## src/source/vdec_pkg.sv

```systemverilog
// vector decode sizing constants, width typedefs and mode enums
`default_nettype none

package vdec_pkg;

  // vector register size and datapath width
  localparam int VLENB    = 16;
  localparam int LANES    = 2;
  // wide enough for VLMAX of 128 at SEW8 and LMUL8
  localparam int OFFSET_W = 8;

  typedef logic [31:0]         word_t;
  typedef logic [OFFSET_W-1:0] offset_t;
  typedef logic [4:0]          vreg_t;
  typedef logic [4:0]          imm5_t;

  typedef enum logic [2:0] {
    SEW8  = 3'd0,
    SEW16 = 3'd1,
    SEW32 = 3'd2
  } sew_t;

  typedef enum logic [2:0] {
    LMUL1 = 3'd0,
    LMUL2 = 3'd1,
    LMUL4 = 3'd2,
    LMUL8 = 3'd3
  } lmul_t;

  // source element index for the vs2 operand
  typedef enum logic [2:0] {
    VS2_NORMAL,
    VS2_IDX_PLUS_RS1,
    VS2_IDX_PLUS_UIMM,
    VS2_IDX_PLUS_1,
    VS2_IDX_MINUS_1,
    VS2_RS1,
    VS2_UIMM,
    VS2_ZERO
  } vs2_src_t;

  // destination element index
  typedef enum logic [2:0] {
    VD_NORMAL,
    VD_ZERO,
    VD_IDX_PLUS_RS1,
    VD_IDX_PLUS_UIMM,
    VD_IDX_PLUS_1
  } vd_src_t;

  typedef enum logic [1:0] {
    WM_SAME,
    WM_WIDEN,
    WM_NARROW
  } width_mode_t;

  typedef enum logic {
    EC_IDLE,
    EC_BUSY
  } ec_state_t;

endpackage

`default_nettype wire

```

## src/source/vtype_csr.sv

```systemverilog
// vector configuration register holding sew, lmul, vl and vstart
`timescale 1ns/100ps
`default_nettype none

module vtype_csr (
  input  logic              CLK,
  input  logic              nRST,
  input  logic              cfg_wen,
  input  logic              busy,
  input  vdec_pkg::sew_t    cfg_sew,
  input  vdec_pkg::lmul_t   cfg_lmul,
  input  vdec_pkg::word_t   cfg_avl,
  input  vdec_pkg::offset_t cfg_vstart,
  output vdec_pkg::sew_t    sew,
  output vdec_pkg::lmul_t   lmul,
  output vdec_pkg::offset_t vl,
  output vdec_pkg::offset_t vstart
);

  vdec_pkg::word_t vlmax;
  vdec_pkg::word_t vl_next;

  // elements per register group for the requested config
  assign vlmax = (vdec_pkg::word_t'(vdec_pkg::VLENB) >> cfg_sew) << cfg_lmul;

  // avl clamp
  assign vl_next = (cfg_avl < vlmax) ? cfg_avl : vlmax;

  always_ff @(posedge CLK, negedge nRST) begin
    if (!nRST) begin
      sew    <= vdec_pkg::SEW8;
      lmul   <= vdec_pkg::LMUL1;
      vl     <= '0;
      vstart <= '0;
    end else if (cfg_wen && !busy) begin
      // config is frozen while a sweep is running
      sew    <= cfg_sew;
      lmul   <= cfg_lmul;
      vl     <= vl_next[vdec_pkg::OFFSET_W-1:0];
      vstart <= cfg_vstart;
    end
  end

endmodule

`default_nettype wire

```

## src/source/element_counter.sv

```systemverilog
// element pair counter FSM stepping from vstart to vl
`timescale 1ns/100ps
`default_nettype none

module element_counter (
  input  logic              CLK,
  input  logic              nRST,
  input  logic              start,
  input  logic              stall,
  input  logic              flush,
  input  vdec_pkg::offset_t vl,
  input  vdec_pkg::offset_t vstart,
  output logic              busy,
  output logic              last,
  output vdec_pkg::offset_t offset
);

  vdec_pkg::ec_state_t state;
  logic [vdec_pkg::OFFSET_W:0] offset_ahead;

  assign busy = (state == vdec_pkg::EC_BUSY);

  // one extra bit so the compare cannot wrap near the top of the range
  assign offset_ahead = {1'b0, offset} + (vdec_pkg::OFFSET_W + 1)'(vdec_pkg::LANES);
  assign last         = busy && (offset_ahead >= {1'b0, vl});

  always_ff @(posedge CLK, negedge nRST) begin
    if (!nRST) begin
      state  <= vdec_pkg::EC_IDLE;
      offset <= '0;
    end else if (flush) begin
      // abort the sweep, flush beats stall
      state  <= vdec_pkg::EC_IDLE;
      offset <= '0;
    end else if (!stall) begin
      case (state)
        vdec_pkg::EC_IDLE: begin
          if (start && (vstart < vl)) begin
            state  <= vdec_pkg::EC_BUSY;
            offset <= vstart;
          end
        end
        vdec_pkg::EC_BUSY: begin
          offset <= offset_ahead[vdec_pkg::OFFSET_W-1:0];
          if (last) begin
            state <= vdec_pkg::EC_IDLE;
          end
        end
        default: begin
          state <= vdec_pkg::EC_IDLE;
        end
      endcase
    end
  end

endmodule

`default_nettype wire

```

## src/source/offset_gen.sv

```systemverilog
// vs2 and vd offset selection, lane write enables and slide fill flags
`timescale 1ns/100ps
`default_nettype none

module offset_gen (
  input  vdec_pkg::offset_t    offset,
  input  vdec_pkg::offset_t    vl,
  input  vdec_pkg::offset_t    vstart,
  input  vdec_pkg::word_t      xs1,
  input  vdec_pkg::imm5_t      imm5,
  input  vdec_pkg::vs2_src_t   vs2_src,
  input  vdec_pkg::vd_src_t    vd_src,
  input  logic                 vm,
  input  logic [1:0]           v0_mask,
  output vdec_pkg::offset_t    vs2_offset0,
  output vdec_pkg::offset_t    vs2_offset1,
  output vdec_pkg::offset_t    vd_offset0,
  output vdec_pkg::offset_t    vd_offset1,
  output logic [1:0]           wen,
  output logic [1:0]           fill
);

  vdec_pkg::offset_t rs1_off;
  vdec_pkg::offset_t uimm;
  vdec_pkg::offset_t lane1_idx;
  vdec_pkg::offset_t vs2_prev;

  // all index math wraps at OFFSET_W bits
  assign rs1_off   = xs1[vdec_pkg::OFFSET_W-1:0];
  assign uimm      = vdec_pkg::offset_t'(imm5);
  assign lane1_idx = offset + vdec_pkg::offset_t'(1);

  always_comb begin
    case (vs2_src)
      vdec_pkg::VS2_NORMAL:        vs2_offset0 = offset;
      vdec_pkg::VS2_IDX_PLUS_RS1:  vs2_offset0 = offset + rs1_off;
      vdec_pkg::VS2_IDX_PLUS_UIMM: vs2_offset0 = offset + uimm;
      vdec_pkg::VS2_IDX_PLUS_1:    vs2_offset0 = lane1_idx;
      vdec_pkg::VS2_IDX_MINUS_1:   vs2_offset0 = offset - vdec_pkg::offset_t'(1);
      vdec_pkg::VS2_RS1:           vs2_offset0 = rs1_off;
      vdec_pkg::VS2_UIMM:          vs2_offset0 = uimm;
      default:                     vs2_offset0 = '0;
    endcase
    // scalar and zero sources broadcast to both lanes
    case (vs2_src)
      vdec_pkg::VS2_RS1, vdec_pkg::VS2_UIMM, vdec_pkg::VS2_ZERO: vs2_offset1 = vs2_offset0;
      default: vs2_offset1 = vs2_offset0 + vdec_pkg::offset_t'(1);
    endcase
  end

  always_comb begin
    case (vd_src)
      vdec_pkg::VD_ZERO:          vd_offset0 = '0;
      vdec_pkg::VD_IDX_PLUS_RS1:  vd_offset0 = offset + rs1_off;
      vdec_pkg::VD_IDX_PLUS_UIMM: vd_offset0 = offset + uimm;
      vdec_pkg::VD_IDX_PLUS_1:    vd_offset0 = lane1_idx;
      default:                    vd_offset0 = offset;
    endcase
    vd_offset1 = (vd_src == vdec_pkg::VD_ZERO) ? '0 : vd_offset0 + vdec_pkg::offset_t'(1);
  end

  // tail and mask gating per lane
  assign wen[0] = (offset < vl) && (vm || v0_mask[0]);
  assign wen[1] = (lane1_idx < vl) && (vm || v0_mask[1]);

  // slide1down reads past vl, slide1up reads below vstart
  assign vs2_prev = vs2_offset0 + vdec_pkg::offset_t'(1);
  assign fill[0] = ((vs2_src == vdec_pkg::VS2_IDX_PLUS_1) && (vs2_offset0 == vl))
                || ((vs2_src == vdec_pkg::VS2_IDX_MINUS_1) && (vs2_prev == vstart));
  assign fill[1] = (vs2_src == vdec_pkg::VS2_IDX_PLUS_1) && (vs2_offset1 == vl);

endmodule

`default_nettype wire

```

## src/source/decode_execute_reg.sv

```systemverilog
// decode to execute pipeline register with eew and immediate extension
`timescale 1ns/100ps
`default_nettype none

module decode_execute_reg (
  input  logic                  CLK,
  input  logic                  nRST,
  input  logic                  stall,
  input  logic                  flush,
  input  logic                  busy,
  input  logic                  last,
  input  logic                  is_signed,
  input  vdec_pkg::sew_t        sew,
  input  vdec_pkg::width_mode_t width_mode,
  input  vdec_pkg::imm5_t       imm5,
  input  vdec_pkg::vreg_t       vd,
  input  vdec_pkg::offset_t     vs2_offset0,
  input  vdec_pkg::offset_t     vs2_offset1,
  input  vdec_pkg::offset_t     vd_offset0,
  input  vdec_pkg::offset_t     vd_offset1,
  input  logic [1:0]            wen,
  input  logic [1:0]            fill,
  output logic                  ex_valid,
  output logic                  ex_last,
  output vdec_pkg::offset_t     ex_vs2_offset0,
  output vdec_pkg::offset_t     ex_vs2_offset1,
  output vdec_pkg::offset_t     ex_vd_offset0,
  output vdec_pkg::offset_t     ex_vd_offset1,
  output logic [1:0]            ex_wen,
  output logic [1:0]            ex_fill,
  output vdec_pkg::sew_t        ex_eew,
  output vdec_pkg::word_t       ex_imm,
  output vdec_pkg::vreg_t       ex_vd
);

  vdec_pkg::sew_t  eew;
  vdec_pkg::word_t imm;

  // widen saturates at SEW32, narrow floors at SEW8
  always_comb begin
    eew = sew;
    if (width_mode == vdec_pkg::WM_WIDEN) begin
      eew = (sew == vdec_pkg::SEW8) ? vdec_pkg::SEW16 : vdec_pkg::SEW32;
    end else if (width_mode == vdec_pkg::WM_NARROW) begin
      eew = (sew == vdec_pkg::SEW32) ? vdec_pkg::SEW16 : vdec_pkg::SEW8;
    end
  end

  assign imm = is_signed ? {{27{imm5[4]}}, imm5} : {27'd0, imm5};

  always_ff @(posedge CLK, negedge nRST) begin
    if (!nRST) begin
      ex_valid       <= 1'b0;
      ex_last        <= 1'b0;
      ex_vs2_offset0 <= '0;
      ex_vs2_offset1 <= '0;
      ex_vd_offset0  <= '0;
      ex_vd_offset1  <= '0;
      ex_wen         <= '0;
      ex_fill        <= '0;
      ex_eew         <= vdec_pkg::SEW8;
      ex_imm         <= '0;
      ex_vd          <= '0;
    end else if (flush) begin
      // flush beats stall and empties the stage
      ex_valid       <= 1'b0;
      ex_last        <= 1'b0;
      ex_vs2_offset0 <= '0;
      ex_vs2_offset1 <= '0;
      ex_vd_offset0  <= '0;
      ex_vd_offset1  <= '0;
      ex_wen         <= '0;
      ex_fill        <= '0;
      ex_eew         <= vdec_pkg::SEW8;
      ex_imm         <= '0;
      ex_vd          <= '0;
    end else if (!stall) begin
      ex_valid       <= busy;
      ex_last        <= last;
      ex_vs2_offset0 <= vs2_offset0;
      ex_vs2_offset1 <= vs2_offset1;
      ex_vd_offset0  <= vd_offset0;
      ex_vd_offset1  <= vd_offset1;
      ex_wen         <= wen;
      ex_fill        <= fill;
      ex_eew         <= eew;
      ex_imm         <= imm;
      ex_vd          <= vd;
    end
  end

endmodule

`default_nettype wire

```

## src/source/vdec_top.sv

```systemverilog
// top level of the vector decode core with csr, counter, offsets and pipeline register
`timescale 1ns/100ps
`default_nettype none

module vdec_top (
  input  logic                  CLK,
  input  logic                  nRST,
  input  logic                  cfg_wen,
  input  vdec_pkg::sew_t        cfg_sew,
  input  vdec_pkg::lmul_t       cfg_lmul,
  input  vdec_pkg::word_t       cfg_avl,
  input  vdec_pkg::offset_t     cfg_vstart,
  input  logic                  start,
  input  logic                  stall,
  input  logic                  flush,
  input  logic                  vm,
  input  logic                  is_signed,
  input  vdec_pkg::vs2_src_t    vs2_src,
  input  vdec_pkg::vd_src_t     vd_src,
  input  vdec_pkg::width_mode_t width_mode,
  input  vdec_pkg::imm5_t       imm5,
  input  vdec_pkg::word_t       xs1,
  input  vdec_pkg::vreg_t       vd,
  input  logic [1:0]            v0_mask,
  output logic                  busy,
  output vdec_pkg::offset_t     vl,
  output logic                  ex_valid,
  output logic                  ex_last,
  output vdec_pkg::offset_t     ex_vs2_offset0,
  output vdec_pkg::offset_t     ex_vs2_offset1,
  output vdec_pkg::offset_t     ex_vd_offset0,
  output vdec_pkg::offset_t     ex_vd_offset1,
  output logic [1:0]            ex_wen,
  output logic [1:0]            ex_fill,
  output vdec_pkg::sew_t        ex_eew,
  output vdec_pkg::word_t       ex_imm,
  output vdec_pkg::vreg_t       ex_vd
);

  vdec_pkg::sew_t    sew;
  vdec_pkg::offset_t vstart;
  vdec_pkg::offset_t offset;
  logic              last;
  vdec_pkg::offset_t vs2_offset0;
  vdec_pkg::offset_t vs2_offset1;
  vdec_pkg::offset_t vd_offset0;
  vdec_pkg::offset_t vd_offset1;
  logic [1:0]        wen;
  logic [1:0]        fill;

  // lmul only feeds the vl clamp inside the csr
  vtype_csr csr (
    .CLK, .nRST, .cfg_wen, .busy, .cfg_sew, .cfg_lmul, .cfg_avl, .cfg_vstart,
    .sew, .lmul(), .vl, .vstart
  );

  element_counter counter (
    .CLK, .nRST, .start, .stall, .flush, .vl, .vstart, .busy, .last, .offset
  );

  offset_gen offsets (
    .offset, .vl, .vstart, .xs1, .imm5, .vs2_src, .vd_src, .vm, .v0_mask,
    .vs2_offset0, .vs2_offset1, .vd_offset0, .vd_offset1, .wen, .fill
  );

  decode_execute_reg de_reg (
    .CLK, .nRST, .stall, .flush, .busy, .last, .is_signed, .sew, .width_mode,
    .imm5, .vd, .vs2_offset0, .vs2_offset1, .vd_offset0, .vd_offset1, .wen, .fill,
    .ex_valid, .ex_last, .ex_vs2_offset0, .ex_vs2_offset1, .ex_vd_offset0,
    .ex_vd_offset1, .ex_wen, .ex_fill, .ex_eew, .ex_imm, .ex_vd
  );

endmodule

`default_nettype wire

```

## config.mk

```make
export PLATFORM = sky130hd
export DESIGN_NAME = vdec_top
export DESIGN_NICKNAME = d
export VERILOG_FILES = /design/src/source/vdec_pkg.sv /design/src/source/vtype_csr.sv /design/src/source/element_counter.sv /design/src/source/offset_gen.sv /design/src/source/decode_execute_reg.sv /design/src/source/vdec_top.sv
export SDC_FILE = /design/constraint.sdc
export NUM_CORES = 1
export LEC_CHECK = 0
export BUFFER_PORTS_ARGS = -buffer_cell sky130_fd_sc_hd__clkbuf_2
export CORE_MARGIN = 5
export CORE_UTILIZATION = 55
export DETAILED_ROUTE_END_ITERATION = 8
export GPL_ROUTABILITY_DRIVEN = 0
export PLACE_DENSITY = 0.8
export SLEW_MARGIN = 20
export SYNTH_ARGS = -nofsm -noshare
export SYNTH_HDL_FRONTEND = slang
export SYNTH_SLANG_ARGS = --single-unit
```

## constraint.sdc

```tcl
create_clock -name CLK -period 4.4 [get_ports CLK]
set_input_delay 0.88 -clock CLK [delete_from_list [all_inputs] [get_ports CLK]]
set_output_delay 0.88 -clock CLK [all_outputs]
set_load 0.03 [all_outputs]
```

== After elaboration in Yosys (flattened, before gate mapping) ==
Index checks and enable logic that the tools add are counted.

* Shift-type cells: 2
* Eq/ne operators: 19
* Bitwise gates (word level): 1
* Multiplexer cells: 41
* Magnitude comparators: 5
* Reductions and logical operators: 16
* Add/subtract/negate cells: 7

{| class="wikitable"
|+ Operator list
! operator !! count
|-
| $mux 8 || 14
|-
| $mux 32 || 3
|-
| $pmux 8 s7 || 1
|-
| $lt 32x32->1 || 1
|-
| $pmux 8 s4 || 1
|-
| $shl 32x3->32 || 1
|-
| $shr 5x3->32 const A || 1
|-
| $add 8x1->8 const B || 3
|-
| $eq 8x8->1 || 3
|-
| $lt 8x8->1 || 3
|-
| $pmux 8 s2 || 1
|-
| $eq 3x2->1 const B || 5
|-
| $eq 3x3->1 const B || 5
|-
| $mux 3 || 4
|-
| $mux 2 || 5
|-
| $mux 5 || 2
|-
| $add 8x2->9 const B || 1
|-
| $ge 9x8->1 || 1
|-
| $mux 1 || 9
|-
| $add 8x5->8 || 1
|-
| $add 8x8->8 || 1
|-
| $logic_and 1x1->1 || 8
|-
| $sub 8x1->8 const B || 1
|-
| $eq 3x1->1 const B || 2
|-
| other kinds (11) || 14
|}

* Flip-flop bits (word level): 106
* Output and inout bits: 87
* Logic and storage cells: 107
* Bits of input ports: 106

== Depth between registers and ports, before layout ==
* Depth in word-level cells: 8
* Gate-level depth with buffers: 14
* Depth with buffers taken out: 14

== By module ==
From an unflattened synthesis, not the netlist that was laid out.

* Cell total of the unflattened synthesis: 907
* Area total of the unflattened synthesis: 7,813.7 µm²

{| class="wikitable"
|+ By module, submodules not included
! module !! sequential area each (µm²) !! cells each !! instances !! area each (µm²)
|-
| offset_gen || 0.0 || 404 || 1 || 2,907.8
|-
| decode_execute_reg || 1,301.2 || 205 || 1 || 2,338.5
|-
| vtype_csr || 550.5 || 186 || 1 || 1,614.0
|-
| element_counter || 225.2 || 112 || 1 || 953.4
|}

== Worst setup path after synthesis ==
No wires, ideal clock.

* Path kind: input to register
* Start point: input port cfg_lmul[1]
* End point: register csr.vl[0]
* Setup time: 83 ps
* Data arrival time: 3,837 ps
* Stages on the path: 11
* Required time: 4,317 ps
* Buffers on the path: 1
* Slack: 480 ps
* Path through: clkbuf_1 -> nor2b_1 -> or4b_2 -> ha_1 -> nand4_1 -> inv_1 -> a2111oi_0 -> nand3_1 -> nor2_1 -> mux2_2 -> o21ai_0

* Word-level cells in the longest chain between the ends: 3

{| class="wikitable"
|+ Ends and longest elaborated chain
! element !! line !! source
|-
| from (decl) || vdec_top.sv:10 || <nowiki>input vdec_pkg::lmul_t cfg_lmul,</nowiki>
|-
| $shl 32x3->32 * || vtype_csr.sv:24 || <nowiki>assign vlmax = (vdec_pkg::word_t'(vdec_pkg::VLENB) >> cfg_sew) << cfg_lmul;</nowiki>
|-
| $lt 32x32->1 || vtype_csr.sv:27 || <nowiki>assign vl_next = (cfg_avl < vlmax) ? cfg_avl : vlmax;</nowiki>
|-
| $mux 8 * || vtype_csr.sv:27 ||
|-
| to (signal assigned) || vtype_csr.sv:39 || <nowiki>vl <= vl_next[vdec_pkg::OFFSET_W-1:0];</nowiki>
|-
| to (decl) || vtype_csr.sv:16 || <nowiki>output vdec_pkg::offset_t vl,</nowiki>
|}

Mark *: on every way between the ends. The rest lies on a longest branch, timed or not.
A chain may end at the register's enable or synchronous reset.

== Final worst setup path ==
* Start point: register counter.offset[0]
* End point: register de_reg.ex_fill[1]

* Word-level cells in the longest chain between the ends: 8
* Elaborated cells between the ends (all ways): 11
* Those cells by class: add/sub: 5; eq/ne: 1; mux: 4; reduce/logical: 1

{| class="wikitable"
|+ Ends and longest elaborated chain
! element !! line !! source
|-
| from (decl) || element_counter.sv:15 || <nowiki>output vdec_pkg::offset_t offset</nowiki>
|-
| from (signal assigned) || element_counter.sv:40 || <nowiki>offset <= vstart;</nowiki>
|-
| from (signal assigned) || element_counter.sv:44 || <nowiki>offset <= offset_ahead[vdec_pkg::OFFSET_W-1:0];</nowiki>
|-
| $sub 8x1->8 (tied with other cells) || offset_gen.sv:39 || <nowiki>vdec_pkg::VS2_IDX_MINUS_1: vs2_offset0 = offset - vdec_pkg::offset_t'(1);</nowiki>
|-
| $pmux 8 s7 * || offset_gen.sv:34 || <nowiki>case (vs2_src)</nowiki>
|-
| $add 8x1->8 || offset_gen.sv:47 || <nowiki>default: vs2_offset1 = vs2_offset0 + vdec_pkg::offset_t'(1);</nowiki>
|-
| $mux 8 * || offset_gen.sv:45 || <nowiki>case (vs2_src)</nowiki>
|-
| $eq 8x8->1 * || offset_gen.sv:70 || <nowiki>assign fill[1] = (vs2_src == vdec_pkg::VS2_IDX_PLUS_1) && (vs2_offset1 == vl);</nowiki>
|-
| $logic_and 1x1->1 * || offset_gen.sv:70 ||
|-
| $mux 2 * || decode_execute_reg.sv:77 || <nowiki>end else if (!stall) begin</nowiki>
|-
| $mux 2 * || decode_execute_reg.sv:64 || <nowiki>end else if (flush) begin</nowiki>
|-
| to (signal assigned) || decode_execute_reg.sv:85 || <nowiki>ex_fill <= fill;</nowiki>
|-
| to (decl) || decode_execute_reg.sv:30 || <nowiki>output logic [1:0] ex_fill,</nowiki>
|}

Mark *: on every way between the ends. The rest lies on a longest branch, timed or not. The select of a mux whose other input is x is not followed.

==> results.yml <==
outcome:
  status: "complete, no violations"
sta:
  drv_slew: 0
  post-route-min-period_ns: 3.88
  hold_violations: 0
  tightest_slew_ns: 0.991
  tns_ns: 0
  setup-violations-final: 0
  worst_slack_ns: 0.524
  rsz0062_at_grt: "false"
  fmax_mhz: 258
  period_share_pct: 88.1
  fin_skew_ns: 0.00881
  hold-worst-slack_ns: 0.491
  slew_headroom_pct: 33.7
cells_and_area:
  final_cell_mix: "clkbuf_2 (167), nor2_1 (92), dfrtp_1 (80)"
  nNetsFinal: 1168
  layout_commonest_cell: "clkbuf_2"
  antenna_cells: 0
  layout-drive-gt1-share_pct: 24.4
  syn_to_final_growth_pct: 13.8
yosys:
  synth-seq-cells: 80
  synth-warning-count: 0
  synthXorXnorAreaFrac_pct: 6.26
  ys_dominant_reg_cell: "dfrtp_1"
  synth-simple-area-share_pct: 22.2
  synth_compound_area_share_pct: 21.0
  synth_edf_count: 0
  postSynthCellCount: 882
  synth_mux_area_share_pct: 6.28
  async_reset_ff_share_pct: 100
  syn-num-nets: 1049
  seq_area_frac_synth_pct: 26.7
  netlist_area_um2: 7500
  synth_top_family_by_area: "simple AND/OR/NAND/NOR gates"
  synth_fa_ha_area_share_pct: 10.4
  ys_types: 88
  synth.avg_cell_area_um2: 8.50
grt:
  grt_use_total_pct: 26.5
  grt-ovfl-total: 0
  grt_max_degree: 81
  grt_pass1_wl_um: 34800
  antenna_found_initial: 0
  grt_pass1_vias: 6746
floorplanning:
  io_pins: 193
  fp.dieW_um: 127
  core_um2: 13300
  die_area_um2: 16100
  start_util_pct: 56.4
  fp.dieH_um: 127
  rows: 42
critical_path:
  reg2reg_slack_ns: 0.52
  cp_max_fo: 12
  ff2ff_path_depth: 13
  required_ns: 4.60
  endpoint_kind: "flop"
  startpoint_type: "flop"
  critPathLaunch: "counter.offset[0]$_DFFE_PN0P_"
  path_class: "flop to flop"
  r2r_start: "counter.offset[0]$_DFFE_PN0P_"
  worstPathArrival_ns: 4.08
route:
  vias_per_cell: 6.16
  dr.pass1.iters: 6
  vias: 7263
  antenna_left: 0
  drt-initial-drc-count: 586
  wirelength_um: 21800
  post_drt_wl_per_cell_um: 18.5
  drc: 0
placed_design:
  numPortBuffers: 168
  dpl_worst_slack_ns: 0.425
  hpwlAfterDp_um: 16700
power_and_ir_drop:
  ir_drop_mv: 0.312
  leakagePower_nw: 3.93
  cellPowerDensity_nw_per_um2: 376
cts:
  clk_path_buf_depth: 2
  cts_resized: 0
  hold_buffers: 0
  cts_buffers: 9
  root_buffer: "clkbuf_16"
  tritoncts: "yes"
  clk_pin_slew_ns: 0.06
  clock-sinks: 80
  htreeDepth: 3
  clk_latency_ns: 0.33
  postCtsSetupRepairBufs: 0
min_path:
  holdCritPathClass: "flop to flop"
  min_delay_path_depth: 2
  min_from: "de_reg.ex_vd_offset1[6]$_DFFE_PN0P_"
flow_run:
  maxCapViolations: 0
flip-flops by register name, indices dropped and copies added (netlist names):
signal	count
de_reg.ex_fill	2
csr.vl	8
csr.vstart	8
de_reg.ex_vd	5
de_reg.ex_vd_offset0	8
de_reg.ex_wen	2
de_reg.ex_imm	6
de_reg.ex_last	1
counter.offset	8
counter.busy	1
de_reg.ex_eew	3
de_reg.ex_valid	1
de_reg.ex_vs2_offset0	8
de_reg.ex_vd_offset1	8
csr.sew	3
de_reg.ex_vs2_offset1	8
layer usage:
metal	vias to the layer above	GRT usage, %	part of all wire [%]
li1	3422	-	-
met1	3394	36.5	42
met2	382	40.7	45
met3	65	6.77	9.9
met4	0	8.83	3.3
met5	-	0	0
Yosys cell counts, types with 11 or more instances:
master | instances | area, um^2
nor2b_1 | 20 | 125
inv_1 | 25 | 93.8
nor2_1 | 92 | 345
xor2_1 | 13 | 114
clkbuf_1 | 25 | 93.8
xnor2_1 | 38 | 333
nor3_1 | 26 | 130
mux2_2 | 16 | 180
o21a_1 | 12 | 90.1
a21oi_1 | 55 | 275
a21o_1 | 16 | 120
dfrtp_1 | 80 | 2000
buf_4 | 31 | 233
o21ai_0 | 28 | 140
a211oi_1 | 12 | 90.1
nand2_1 | 65 | 244
nand3_1 | 26 | 130
mux2i_1 | 29 | 290
o31ai_1 | 14 | 105
nand2b_1 | 11 | 68.8
ha_1 | 59 | 738
final cells by class:
| cell class | instances | area, um^2 |
|---|---|---|
| multi-input combinational | 699 | 4960 |
| fill | 1160 | 4760 |
| sequential | 80 | 2000 |
| timing repair buffer | 184 | 967 |
| clock buffer | 9 | 225 |
| tap | 176 | 220 |
| inverter | 27 | 101 |
| clock inverter | 5 | 60.1 |
logic make-up after synthesis:
| logic type | after synthesis |
|---|---|
| AOI/OAI and AO/OA | 221 |
| xor gates and xnor gates | 52 |
| adders and majority gates | 61 |
| buffers and inverters | 103 |
| DFF | 80 |
| muxes | 45 |
| and+or+nand+nor | 320 |
power breakdown:
part	switching [mW]	internal, mW	leakage [nW]
registers	0.120	0.817	1.06
clock network	0.286	0.434	0.137
logic	0.924	0.629	2.73
total	1.33	1.88	3.93
worst paths after layout:
kind	end
worst max-delay path	de_reg.ex_fill[1]$_DFFE_PN0P_
worst min-delay path	de_reg.ex_vd_offset1[6]$_DFFE_PN0P_
worst max register to register	de_reg.ex_fill[1]$_DFFE_PN0P_
worst min register to register	de_reg.ex_vd_offset1[6]$_DFFE_PN0P_
max in group asynchronous	de_reg.ex_vd_offset0[0]$_DFFE_PN0P_
min in group asynchronous	csr.vstart[1]$_DFFE_PN0P_
worst max-delay path, stage by stage, from the launching register on:
cell	delay, ns
dfrtp_1	0.67
inv_1	0.26
ha_1	0.46
a22o_1	0.28
a2111oi_4	0.51
inv_2	0.09
ha_1	0.35
xnor2_1	0.19
nand2_1	0.07
o22ai_1	0.15
mux2i_1	0.09
nor3_1	0.21
nand3_1	0.13
o31ai_1	0.30
through the flow:
step	power (mW)	util (%)	area, um^2	instances
6_report	3.21	64.2	8530	1180
5_1_grt	3.40	64.2	8530	1180
4_1_cts	3.20	64.2	8530	1180
3_5_place_dp	2.46	62.0	8240	1166
3_3_place_gp	2.43	62.0	8240	1166
2_1_floorplan	2.06	-	7500	882
Power figures use the tool's default switching activity.
